**config.mk**
```make
export PLATFORM = sky130hd
export DESIGN_NAME = alu_8xy
export DESIGN_NICKNAME = d
export VERILOG_FILES = /design/src/design/chip8_pkg.sv /design/src/design/alu_8xy.sv
export SDC_FILE = /design/constraint.sdc
export NUM_CORES = 1
export LEC_CHECK = 0
export BUFFER_PORTS_ARGS = -buffer_cell sky130_fd_sc_hd__clkbuf_2
export CORE_ASPECT_RATIO = 0.6
export CORE_MARGIN = 2
export CORE_UTILIZATION = 26
export DETAILED_ROUTE_END_ITERATION = 8
export GPL_ROUTABILITY_DRIVEN = 0
export GPL_TIMING_DRIVEN = 0
export MAX_ROUTING_LAYER = met4
export SYNTH_ARGS = -nofsm -noshare
export SYNTH_HDL_FRONTEND = slang
export SYNTH_SLANG_ARGS = --single-unit
```
**constraint.sdc**
```tcl
create_clock -name vclk -period 2.68
set_input_delay 0 -clock vclk [all_inputs]
set_output_delay 0 -clock vclk [all_outputs]
set_load 0.02 [all_outputs]
```
**src/design/chip8_pkg.sv**
```systemverilog
`default_nettype none

package chip8_pkg;

   localparam int ADDR_WIDTH = 12;
   localparam int DATA_WIDTH = 8;
   localparam int VREG_AW    = 4;
   localparam int CREDIT_W   = 3;

   localparam logic [VREG_AW-1:0]    VF_INDEX      = 4'hF;
   localparam logic [ADDR_WIDTH-1:0] PROGRAM_BASE  = 12'h200;
   localparam logic [CREDIT_W-1:0]   TRACE_CREDITS = 3'd4;

   // top nibble of the instruction
   typedef enum logic [3:0] {
      SYS      = 4'h0,
      JP       = 4'h1,
      CALL     = 4'h2,
      SE_BYTE  = 4'h3,
      SNE_BYTE = 4'h4,
      SE_REG   = 4'h5,
      LD_BYTE  = 4'h6,
      ADD_BYTE = 4'h7,
      ALU      = 4'h8,
      SNE_REG  = 4'h9,
      LD_I     = 4'hA,
      JP_V0    = 4'hB,
      RND      = 4'hC,
      DRW      = 4'hD,
      SKP      = 4'hE,
      LD_MISC  = 4'hF
   } opcode_e;

   typedef enum logic [2:0] {
      IDLE,
      FETCH_HI,
      FETCH_LO,
      READ,
      EXEC,
      FLAG
   } seq_state_e;

   // encoded as the 8XY_ low nibble
   typedef enum logic [3:0] {
      MOV  = 4'h0,
      OR   = 4'h1,
      AND  = 4'h2,
      XOR  = 4'h3,
      ADD  = 4'h4,
      SUB  = 4'h5,
      SHR  = 4'h6,
      SUBN = 4'h7,
      SHL  = 4'hE
   } alu_op_e;

endpackage

`default_nettype wire

```
**src/design/alu_8xy.sv**
```systemverilog
`timescale 1ns/1ps
`default_nettype none

module alu_8xy
   import chip8_pkg::*;
(
   input  alu_op_e               op_i,
   input  logic [DATA_WIDTH-1:0] vx_i,
   input  logic [DATA_WIDTH-1:0] vy_i,
   output logic [DATA_WIDTH-1:0] result_o,
   output logic                  flag_o
);

   logic [DATA_WIDTH:0] sum;

   assign sum = {1'b0, vx_i} + {1'b0, vy_i};

   always_comb
   begin
      result_o = vy_i;
      flag_o   = 1'b0;
      case (op_i)
         MOV:  result_o = vy_i;
         OR:   result_o = vx_i | vy_i;
         AND:  result_o = vx_i & vy_i;
         XOR:  result_o = vx_i ^ vy_i;
         ADD:
         begin
            result_o = sum[DATA_WIDTH-1:0];
            flag_o   = sum[DATA_WIDTH]; // carry out
         end
         SUB:
         begin
            result_o = vx_i - vy_i;
            flag_o   = (vx_i > vy_i); // strict, not borrow
         end
         SUBN:
         begin
            result_o = vy_i - vx_i;
            flag_o   = (vy_i > vx_i);
         end
         SHR:
         begin
            result_o = vy_i >> 1;
            flag_o   = vy_i[0];
         end
         SHL:
         begin
            result_o = vy_i << 1;
            flag_o   = vy_i[DATA_WIDTH-1];
         end
         default:
         begin
            result_o = vy_i;
            flag_o   = 1'b0;
         end
      endcase
   end

endmodule

`default_nettype wire

```
# Word level (Yosys, flattened, before mapping)
# Cells that the tools add are included.
# classes
add_sub_neg	3
order_cmp	2
eq_ne	8
muxes	2
bitwise	3
# ops
op	n
$pmux W8 S8	1
$eq A4 B3 Y1 const B	4
$gt A8 B8 Y1	2
$sub A8 B8 Y8	2
$add A8 B8 Y9	1
$and A8 B8 Y8	1
$eq A4 B2 Y1 const B	2
$or A8 B8 Y8	1
$xor A8 B8 Y8	1
$pmux W1 S5	1
$eq A4 B1 Y1 const B	1
$eq A4 B4 Y1 const B	1
# word_totals
reg_bits	0
in_bits	20
out_inout_bits	9

# Longest topological paths before layout
# Gate-level depths: netlist of the first run.
# logic_depth
depth_word	2
ltp_mapped	10

# Least setup slack after synthesis of the first run
# OpenSTA, ideal clock, no wires.
# synth_timing
path_kind	input to output
startpoint	input port vx_i[4]
endpoint	output port result_o[7]
arrival_time_ns	1.846
required_time_ns	2.680
slack_ns	0.834
path_stages	9
path_buffers	1
path_cell_list	inv_1 ha_1 buf_6 and2_4 a221oi_2 a32oi_2 xnor2_1 a211o_1 o32a_1
# synth_between
elab_chain_len	2
word_cells_on_any_way	4
cone_classes	add/sub (3); mux (1)
# synth_rtl
item	line	rtl
start: declaration	alu_8xy.sv:8	input logic [DATA_WIDTH-1:0] vx_i,
$sub A8 B8 Y8 (tied with other cells)	alu_8xy.sv:39	result_o = vy_i - vx_i;
$pmux W8 S8 (*)	alu_8xy.sv:22	case (op_i)
end: declaration	alu_8xy.sv:10	output logic [DATA_WIDTH-1:0] result_o,
# Mark *: on every way between the ends. The rest lies on a longest branch, timed or not.

# Final worst setup path of the first run
# layout_timing
startpoint	input port vy_i[4]
endpoint	output port result_o[7]
# layout_between
elab_chain_len	2
word_cells_on_any_way	4
cone_classes	add/sub (3); mux (1)
# layout_rtl
item	line	rtl
start: declaration	alu_8xy.sv:9	input logic [DATA_WIDTH-1:0] vy_i,
$sub A8 B8 Y8 (tied with other cells)	alu_8xy.sv:39	
$pmux W8 S8 (*)	alu_8xy.sv:22	
# Marks and branches as above.

==> impl_metrics.csv, run 1 <==
group,metric,value,unit
sta,rsz0062_at_grt,"false",
drt,drtPass1Iterations,5,
drt,drtIter0Drc,377,
global_routing,grt.overflow.total,0,
drt,wire_per_inst,17.6,um
critical_path,worstPathRequired,2680,ps
global_routing,grt_antenna_before_repair,0,
min_path,hold_end,"result_o[7]",
critical_path,critPathKind,"input port to output port",
clock_tree,postCtsSetupRepairBufs,0,
clock_tree,postCtsHoldBufs,0,
die,die_width,113,um
global_routing,grt_max_degree,11,
layout,drive_above_1_share,14.2,%
power,max-vdd-ir-drop,66.0,uV
layout,instances_no_fill,383,
global_routing,grt.total_usage,16.8,%
layout,regArea,0,um^2
power,p_sw_share,62.6,%
critical_path,worstSetupStartpointType,"input port",
critical_path,cp_max_fo,10,
layout,final_util,31.1,%
power,combinationalPowerShare,100.0,%
critical_path,critPathCaptureType,"output port",
power,p_leak,0.961,nW
drt,drtAntennaViolNets,0,
placed_design,placed_cell_area,2110,um^2
layout,n_clock_buffer,0,
sta,fin_crit_sh,88.6,%
global_routing,grt_pass1_wl,10.5,mm
logic_synthesis,synth.distinct_cells,56,
drt,via_per_inst,5.79,
logic_synthesis,avgSynthCellArea,6.95,um^2
power,internal_power,164,uW
layout,final_cell_mix,"ha_1 (34), inv_1 (29), a21oi_1 (28), clkbuf_2 (28)",
layout,fin_nets,355,
job,maxCapViolCount,0,
drt,dr_wl_met3,1.11,mm
layout,design_area,2110,um^2
min_path,worstHoldStart,"vy_i[7]",
drt,wl,6.73,mm
sta,fmax,0.421,GHz
critical_path,startpoint,"vy_i[4]",
drt,drc_errors,0,
logic_synthesis,syn-cell-area,1860,um^2
die,rows,23,
sta,worstMarginPinSlew,676,ps
clock_tree,cts_resized,0,
logic_synthesis,syn-num-nets,325,
die,io_pins,29,
placed_design,hpwl,5.52,mm
die,die_h,69.6,um
drt,top_layer,"met4",
die,dieArea,7880,um^2
critical_path,crit_arrival,2370,ps
die,coreArea,6790,um^2
sta,final-setup-viol-count,0,
layout,seq_cells,0,
logic_synthesis,ys_seq_area_share,0,%
sta,maxSlewHeadroom,54.8,%
layout,diodes,0,
power,report.power.total,438,uW
power,powerDensity,208,nW/um^2
power,pwr-share-clk,0,%
sta,tns,0,ps
layout,area_growth,13.4,%
sta,finalHoldViolations,0,
outcome,outcome,"completed",
global_routing,grt_pass1_vias,1919,
die,initial_core_util,27.4,%
sta,finalMaxSlewViolations,0,
placed_design,io_buffers,28,
drt,wl_met1,3.21,mm
sta,fin_crit,2370,ps
drt,via_count,2216,
power,switchingPower,274,uW
logic_synthesis,syn_inst,268,
power,seq_power_share,0,%
min_path,hold_class,"input port to output port",
drt,wl_met2,2.40,mm
logic_synthesis,ys_warn_count,0,
placed_design,placedCellCount,383,
min_path,whs_path_depth,3,
layout,final_common_cell,"ha_1",
==> through the flow <==
stage               hold slack (ps)  setup WS, ps
detailed placement              475           364
global route                    490           223
global placement                467           382
CTS                             475           358
finish                          471           306
floorplan                       208           834
==> worst max-delay path: stages <==
cell,delay (ps)
clkbuf_2,150
inv_1,90
ha_1,310
buf_6,150
and2_4,150
a221oi_2,380
a32oi_2,180
xnor2_1,150
a211o_1,290
o32a_1,350
clkbuf_2,160
==> per-layer routing <==
| metal | global-route usage (%) | up-vias |
|---|---|---|
| li1 | - | 1023 |
| met1 | 27.9 | 1026 |
| met2 | 19.8 | 165 |
| met3 | 4.72 | 2 |
| met4 | 0.407 | 0 |
| met5 | - | - |
==> synth_stat cells, drive strengths merged (2+ instances only) <==
cell type | count | share of area (%)
ha | 34 | 23
inv | 29 | 5.8
a21oi | 28 | 7.5
nor2 | 22 | 4.4
o21ai | 22 | 5.9
nand2 | 15 | 3.0
buf | 8 | 2.6
mux2i | 7 | 3.8
nand2b | 7 | 2.4
o22ai | 7 | 2.4
clkbuf | 6 | 1.2
nor2b | 5 | 1.7
nor3 | 5 | 1.3
o211ai | 5 | 2.0
xnor2 | 5 | 2.4
nand3 | 4 | 1.7
o21bai | 4 | 1.6
a21o | 3 | 1.2
a221oi | 3 | 1.7
a32oi | 3 | 1.8
fa | 3 | 3.2
o32a | 3 | 1.6
or4 | 3 | 1.2
a211o | 2 | 0.94
a221o | 2 | 1.1
a22oi | 2 | 0.81
nor3b | 2 | 0.81
nor4 | 2 | 0.67
o21a | 2 | 0.81
o221ai | 2 | 0.94
o2bb2ai | 2 | 0.94
o32ai | 2 | 0.94
xor2 | 2 | 0.94
==> cell type report <==
| type | count | area, um^2 |
|---|---|---|
| inverters | 30 | 113 |
| plain buffers | 14 | 70.1 |
| well taps | 87 | 109 |
| fillers | 746 | 4680 |
| multi-input cells | 224 | 1680 |
| repair buffers | 28 | 140 |
==> how the worst max path moves through the flow <==
| stage | slack, ps | endpoint |
|---|---|---|
| floorplan | 830 | result_o[7] |
| global placement | 380 | result_o[7] |
| detailed placement | 360 | result_o[7] |
| CTS | 360 | result_o[7] |
| global route | 220 | flag_o |
| finish | 310 | result_o[7] |
==> power groups by stage <==
stage | Sequential, mW | Combinational [mW] | Clock (mW)
floorplan | 0 | 0.295 | 0
global placement | 0 | 0.421 | 0
detailed placement | 0 | 0.425 | 0
CTS | 0 | 0.427 | 0
global route | 0 | 0.473 | 0
finish | 0 | 0.438 | 0
==> kinds of logic after synthesis <==
logic type	synth area share, %
xor+xnor	3.29
mux	4.97
simple gates	20.1
compound gates	35.8
fa+ha+maj	26.1
buf+inv	9.80
No activity file was read; power rests on OpenSTA's default activity.
==> run 2: changes to the inputs <==
--- a/config.mk
+++ b/config.mk
@@ -13,6 +13,7 @@
 export GPL_ROUTABILITY_DRIVEN = 0
 export GPL_TIMING_DRIVEN = 0
 export MAX_ROUTING_LAYER = met4
+export SLEW_MARGIN = 5
 export SYNTH_ARGS = -nofsm -noshare
 export SYNTH_HDL_FRONTEND = slang
 export SYNTH_SLANG_ARGS = --single-unit
==> constraint.sdc (replaced) <==
create_clock -name vclk -period 2.4
set_input_delay 0 -clock vclk [all_inputs]
set_output_delay 0 -clock vclk [all_outputs]
set_load 0.02 [all_outputs]
==> run 2 against run 1 <==
Net effect: critical path depth did not move; via count increased by 0.95%; count of clock-buffer cells in the layout unchanged; core utilization rose by 0.28 points; largest power group unchanged; critical endpoint unchanged.
==> impl_metrics.csv, run 2 (synthesis gave the netlist of run 1 again) <==
group,metric,value,unit
drt,drtPass1Iterations,5,
die,die_width,113,um
global_routing,grt.total_usage,16.8,%
layout,regArea,0,um^2
layout,fill_cells,746,
drt,drtIter0Drc,403,
layout,area_growth,14.4,%
drt,via_per_inst,5.84,
critical_path,critPathCaptureType,"output port",
drt,wire_per_inst,17.7,um
power,powerDensity,233,nW/um^2
sta,maxSlewHeadroom,54.3,%
placed_design,hpwl,5.52,mm
critical_path,endpoint,"result_o[7]",
global_routing,grt.overflow.total,0,
critical_path,critPathKind,"input port to output port",
global_routing,grt_antenna_before_repair,0,
die,initial_core_util,27.4,%
min_path,hold_class,"input port to output port",
critical_path,worstSetupStartpointType,"input port",
critical_path,cp_max_fo,10,
job,maxCapViolCount,0,
die,rows,23,
die,coreArea,6790,um^2
critical_path,worstPathRequired,2400,ps
power,max-vdd-ir-drop,74.4,uV
sta,tns,0,ps
sta,fin_crit_sh,95.1,%
drt,wl,6.78,mm
layout,diodes,0,
layout,seq_cells,0,
critical_path,startpoint,"vy_i[4]",
sta,rsz0062_at_grt,"false",
sta,fmax,0.438,GHz
outcome,outcome,"completed",
sta,fin_crit,2280,ps
die,dieArea,7880,um^2
layout,final_cell_mix,"ha_1 (34), inv_1 (29), clkbuf_2 (29)",
global_routing,grt_max_degree,11,
drt,via_count,2237,
global_routing,grt_pass1_vias,1919,
sta,finalMaxSlewViolations,0,
critical_path,crit_arrival,2280,ps
global_routing,grt_pass1_wl,10.5,mm
power,report.power.total,497,uW
die,io_pins,29,
drt,drc_errors,0,
die,die_h,69.6,um
drt,drtAntennaViolNets,0,
sta,final-setup-viol-count,0,
sta,worstMarginPinSlew,683,ps
layout,final_common_cell,"ha_1",
sta,finalHoldViolations,0,
layout,drive_above_1_share,14.9,%
placed_design,io_buffers,28,
power,p_leak,0.966,nW
layout,n_clock_buffer,0,
layout,fin_nets,355,
-- run 2: cell counts in the layout (fill, tap and decap cells not counted) --
Identical to the previous run, type by type.
-- run 2: worst min path at each step --
stage | startpoint | end | slack [ps] | cells past startpoint
global placement | vy_i[7] | result_o[7] | 470 | 3
global route | vy_i[7] | result_o[7] | 490 | 3
floorplan | vy_i[3] | result_o[3] | 210 | 2
detailed placement | vy_i[7] | result_o[7] | 480 | 3
CTS | vy_i[7] | result_o[7] | 480 | 3
finish | vy_i[7] | result_o[7] | 480 | 3
-- run 2: worst max-delay path, stage by stage --
cell and delay [ps]:
clkbuf_2 160, inv_1 90, ha_1 310, buf_6 160
and2_4 160, a221oi_4 300, a32oi_2 160, xnor2_1 150
a211o_1 290, o32a_1 350, clkbuf_2 160
-- run 2: layer usage --
| layer | GRT usage, % | part of all wire (%) | vias to the layer above |
|---|---|---|---|
| met5 | - | 0 | - |
| met2 | 19.8 | 36 | 170 |
| li1 | - | - | 1025 |
| met1 | 27.9 | 47 | 1038 |
| met4 | 0.407 | 0.16 | 0 |
| met3 | 4.72 | 17 | 4 |
-- run 2: what timing repair did --
item,in CTS,in global routing
hold buffers,0,0
gates resized for setup,0,4
setup buffers,0,0
setup endpoints to repair,0,2
-- run 2: power breakdown --
group	total [mW]	switching [mW]	leakage [nW]	internal, mW
clock	0	0	0	0
sequential	0	0	0	0
combinational	0.497	0.311	0.966	0.186
total	0.497	0.311	0.966	0.186
-- run 2: cell type report --
cell class	count	area [um^2]	share of cell area [%]
Tap cell	87	109	5.11
Multi-Input combinational cell	224	1700	79.7
Buffer	14	71.3	3.35
Inverter	30	113	5.28
Timing Repair Buffer	28	140	6.58
-- run 2: stage by stage --
| step | area [um^2] | setup WS, ps | utilization (%) | hold slack (ps) | std cells |
|---|---|---|---|---|---|
| 2_1_floorplan | 1860 | 554 | - | 208 | 268 |
| 3_3_place_gp | 2110 | 102 | 31.1 | 467 | 383 |
| 3_5_place_dp | 2110 | 83.8 | 31.1 | 475 | 383 |
| 4_1_cts | 2110 | 78.4 | 31.1 | 475 | 383 |
| 5_1_grt | 2130 | 40.1 | 31.4 | 490 | 383 |
| 6_report | 2130 | 117 | 31.4 | 477 | 383 |
==> run 3: changes to the inputs <==
--- a/config.mk
+++ b/config.mk
@@ -13,6 +13,7 @@
 export GPL_ROUTABILITY_DRIVEN = 0
 export GPL_TIMING_DRIVEN = 0
 export MAX_ROUTING_LAYER = met4
+export REMOVE_ABC_BUFFERS = 1
 export SLEW_MARGIN = 5
 export SYNTH_ARGS = -nofsm -noshare
 export SYNTH_HDL_FRONTEND = slang
==> run 3 against run 2 <==
Net effect: first-iteration DRC count down 11%; wire length is 8.6% lower; via count down 6.2%; critical path type unchanged; critical endpoint unchanged; count of clock-buffer cells in the layout stayed put; cell count fell by 3.4%.
==> impl_metrics.csv, run 3 (synthesis gave the netlist of run 1 again) <==
group,metric,value,unit
outcome,outcome,"completed",
min_path,hold_class,"input port to output port",
sta,final-setup-viol-count,0,
layout,fin_nets,342,
placed_design,io_buffers,29,
die,io_pins,29,
job,maxCapViolCount,0,
critical_path,worstPathRequired,2400,ps
drt,dr_wl_met3,808,um
drt,wire_per_inst,16.8,um
critical_path,crit_arrival,2320,ps
critical_path,critPathKind,"input port to output port",
sta,worstMarginPinSlew,652,ps
sta,fmax,0.432,GHz
critical_path,worstSetupStartpointType,"input port",
sta,finalMaxSlewViolations,0,
global_routing,grt_max_degree,27,
global_routing,grt_pass1_wl,9.84,mm
die,dieArea,7880,um^2
power,p_leak,0.922,nW
drt,drc_errors,0,
sta,tns,0,ps
clock_tree,postCtsSetupRepairBufs,0,
drt,drtPass1Iterations,5,
placed_design,placedCellCount,370,
layout,instances_no_fill,370,
layout,seq_cells,0,
drt,via_count,2098,
sta,rsz0062_at_grt,"false",
die,rows,23,
global_routing,grt_antenna_before_repair,0,
drt,wl,6.20,mm
sta,fin_crit_sh,96.5,%
layout,regArea,0,um^2
layout,fill_cells,739,
layout,n_clock_buffer,0,
die,die_width,113,um
global_routing,grt.overflow.total,0,
critical_path,startpoint,"vy_i[3]",
critical_path,cp_max_fo,12,
min_path,worstHoldStart,"vy_i[7]",
drt,wl_met1,3.14,mm
sta,fin_crit,2320,ps
drt,top_layer,"met3",
die,initial_core_util,27.4,%
placed_design,hpwl,4.91,mm
layout,diodes,0,
power,powerDensity,230,nW/um^2
sta,maxSlewHeadroom,56.3,%
die,coreArea,6790,um^2
sta,finalHoldViolations,0,
layout,area_growth,11.4,%
layout,final_cell_mix,"ha_1 (30), inv_1 (29), clkbuf_2 (29)",
drt,wl_met2,2.25,mm
global_routing,grt.total_usage,15.5,%
drt,via_per_inst,5.67,
layout,drive_above_1_share,14.8,%
drt,drtAntennaViolNets,0,
die,die_h,69.6,um
drt,drtIter0Drc,357,
global_routing,grt_pass1_vias,1865,
critical_path,critPathCaptureType,"output port",
power,report.power.total,478,uW
power,max-vdd-ir-drop,73.1,uV
layout,final_common_cell,"ha_1",
==> run 3: cell types whose count changed in the layout (fill, tap and decap cells not counted), moves of 2 or more <==
cell | before | now
buf_2 | 5 | 0
a21oi_1 | 28 | 26
ha_2 | 0 | 4
clkbuf_1 | 5 | 0
a21oi_2 | 0 | 2
ha_1 | 34 | 30
==> run 3: area by class of cell <==
cell class         instances  area (um^2)  area share, %
inverters                 30          113           5.42
multi-input cells        224         1710           82.3
well taps                 87          109           5.24
repair buffers            29          145           6.99
==> run 3: metal layers <==
metal  GRT usage, %  vias up
li1               -     1006
met1           26.3      967
met2           19.1      125
met3           2.80        0
met4          0.271        0
met5              -        -
==> run 3: worst max-delay path, stage by stage <==
cell and delay, ps:
clkbuf_2 150, inv_1 120, ha_2 380, and2_4 230, a221oi_4 290, a32oi_2 180
xnor2_1 160, a211o_1 290, o32a_1 360, clkbuf_2 160
==> run 3: timing repair <==
| action | in CTS | in global routing |
|---|---|---|
| hold buffers | 0 | 0 |
| cloned | 0 | 0 |
| setup endpoints to repair | 1 | 3 |
| gates resized for setup | 1 | 6 |
| pin swaps | 0 | 0 |
==> run 3: stage by stage <==
stage | util (%) | setup slack, ps | area, um^2 | hold WS (ps)
after floorplan | - | 508 | 1790 | 208
after global placement | 30.1 | -41.0 | 2050 | 473
after detailed placement | 30.1 | -61.0 | 2050 | 472
after CTS | 30.2 | 33.0 | 2050 | 477
after global routing | 30.6 | 2.54 | 2080 | 510
final | 30.6 | 83.5 | 2080 | 481
==> run 3: final timing paths <==
kind           to  slack, ps  cells after the start
max   result_o[7]         80                     10
min   result_o[7]        480                      3
==> run 3: power breakdown <==
part	switching, mW	internal, mW
sequential	0	0
clock	0	0
combinational	0.298	0.180
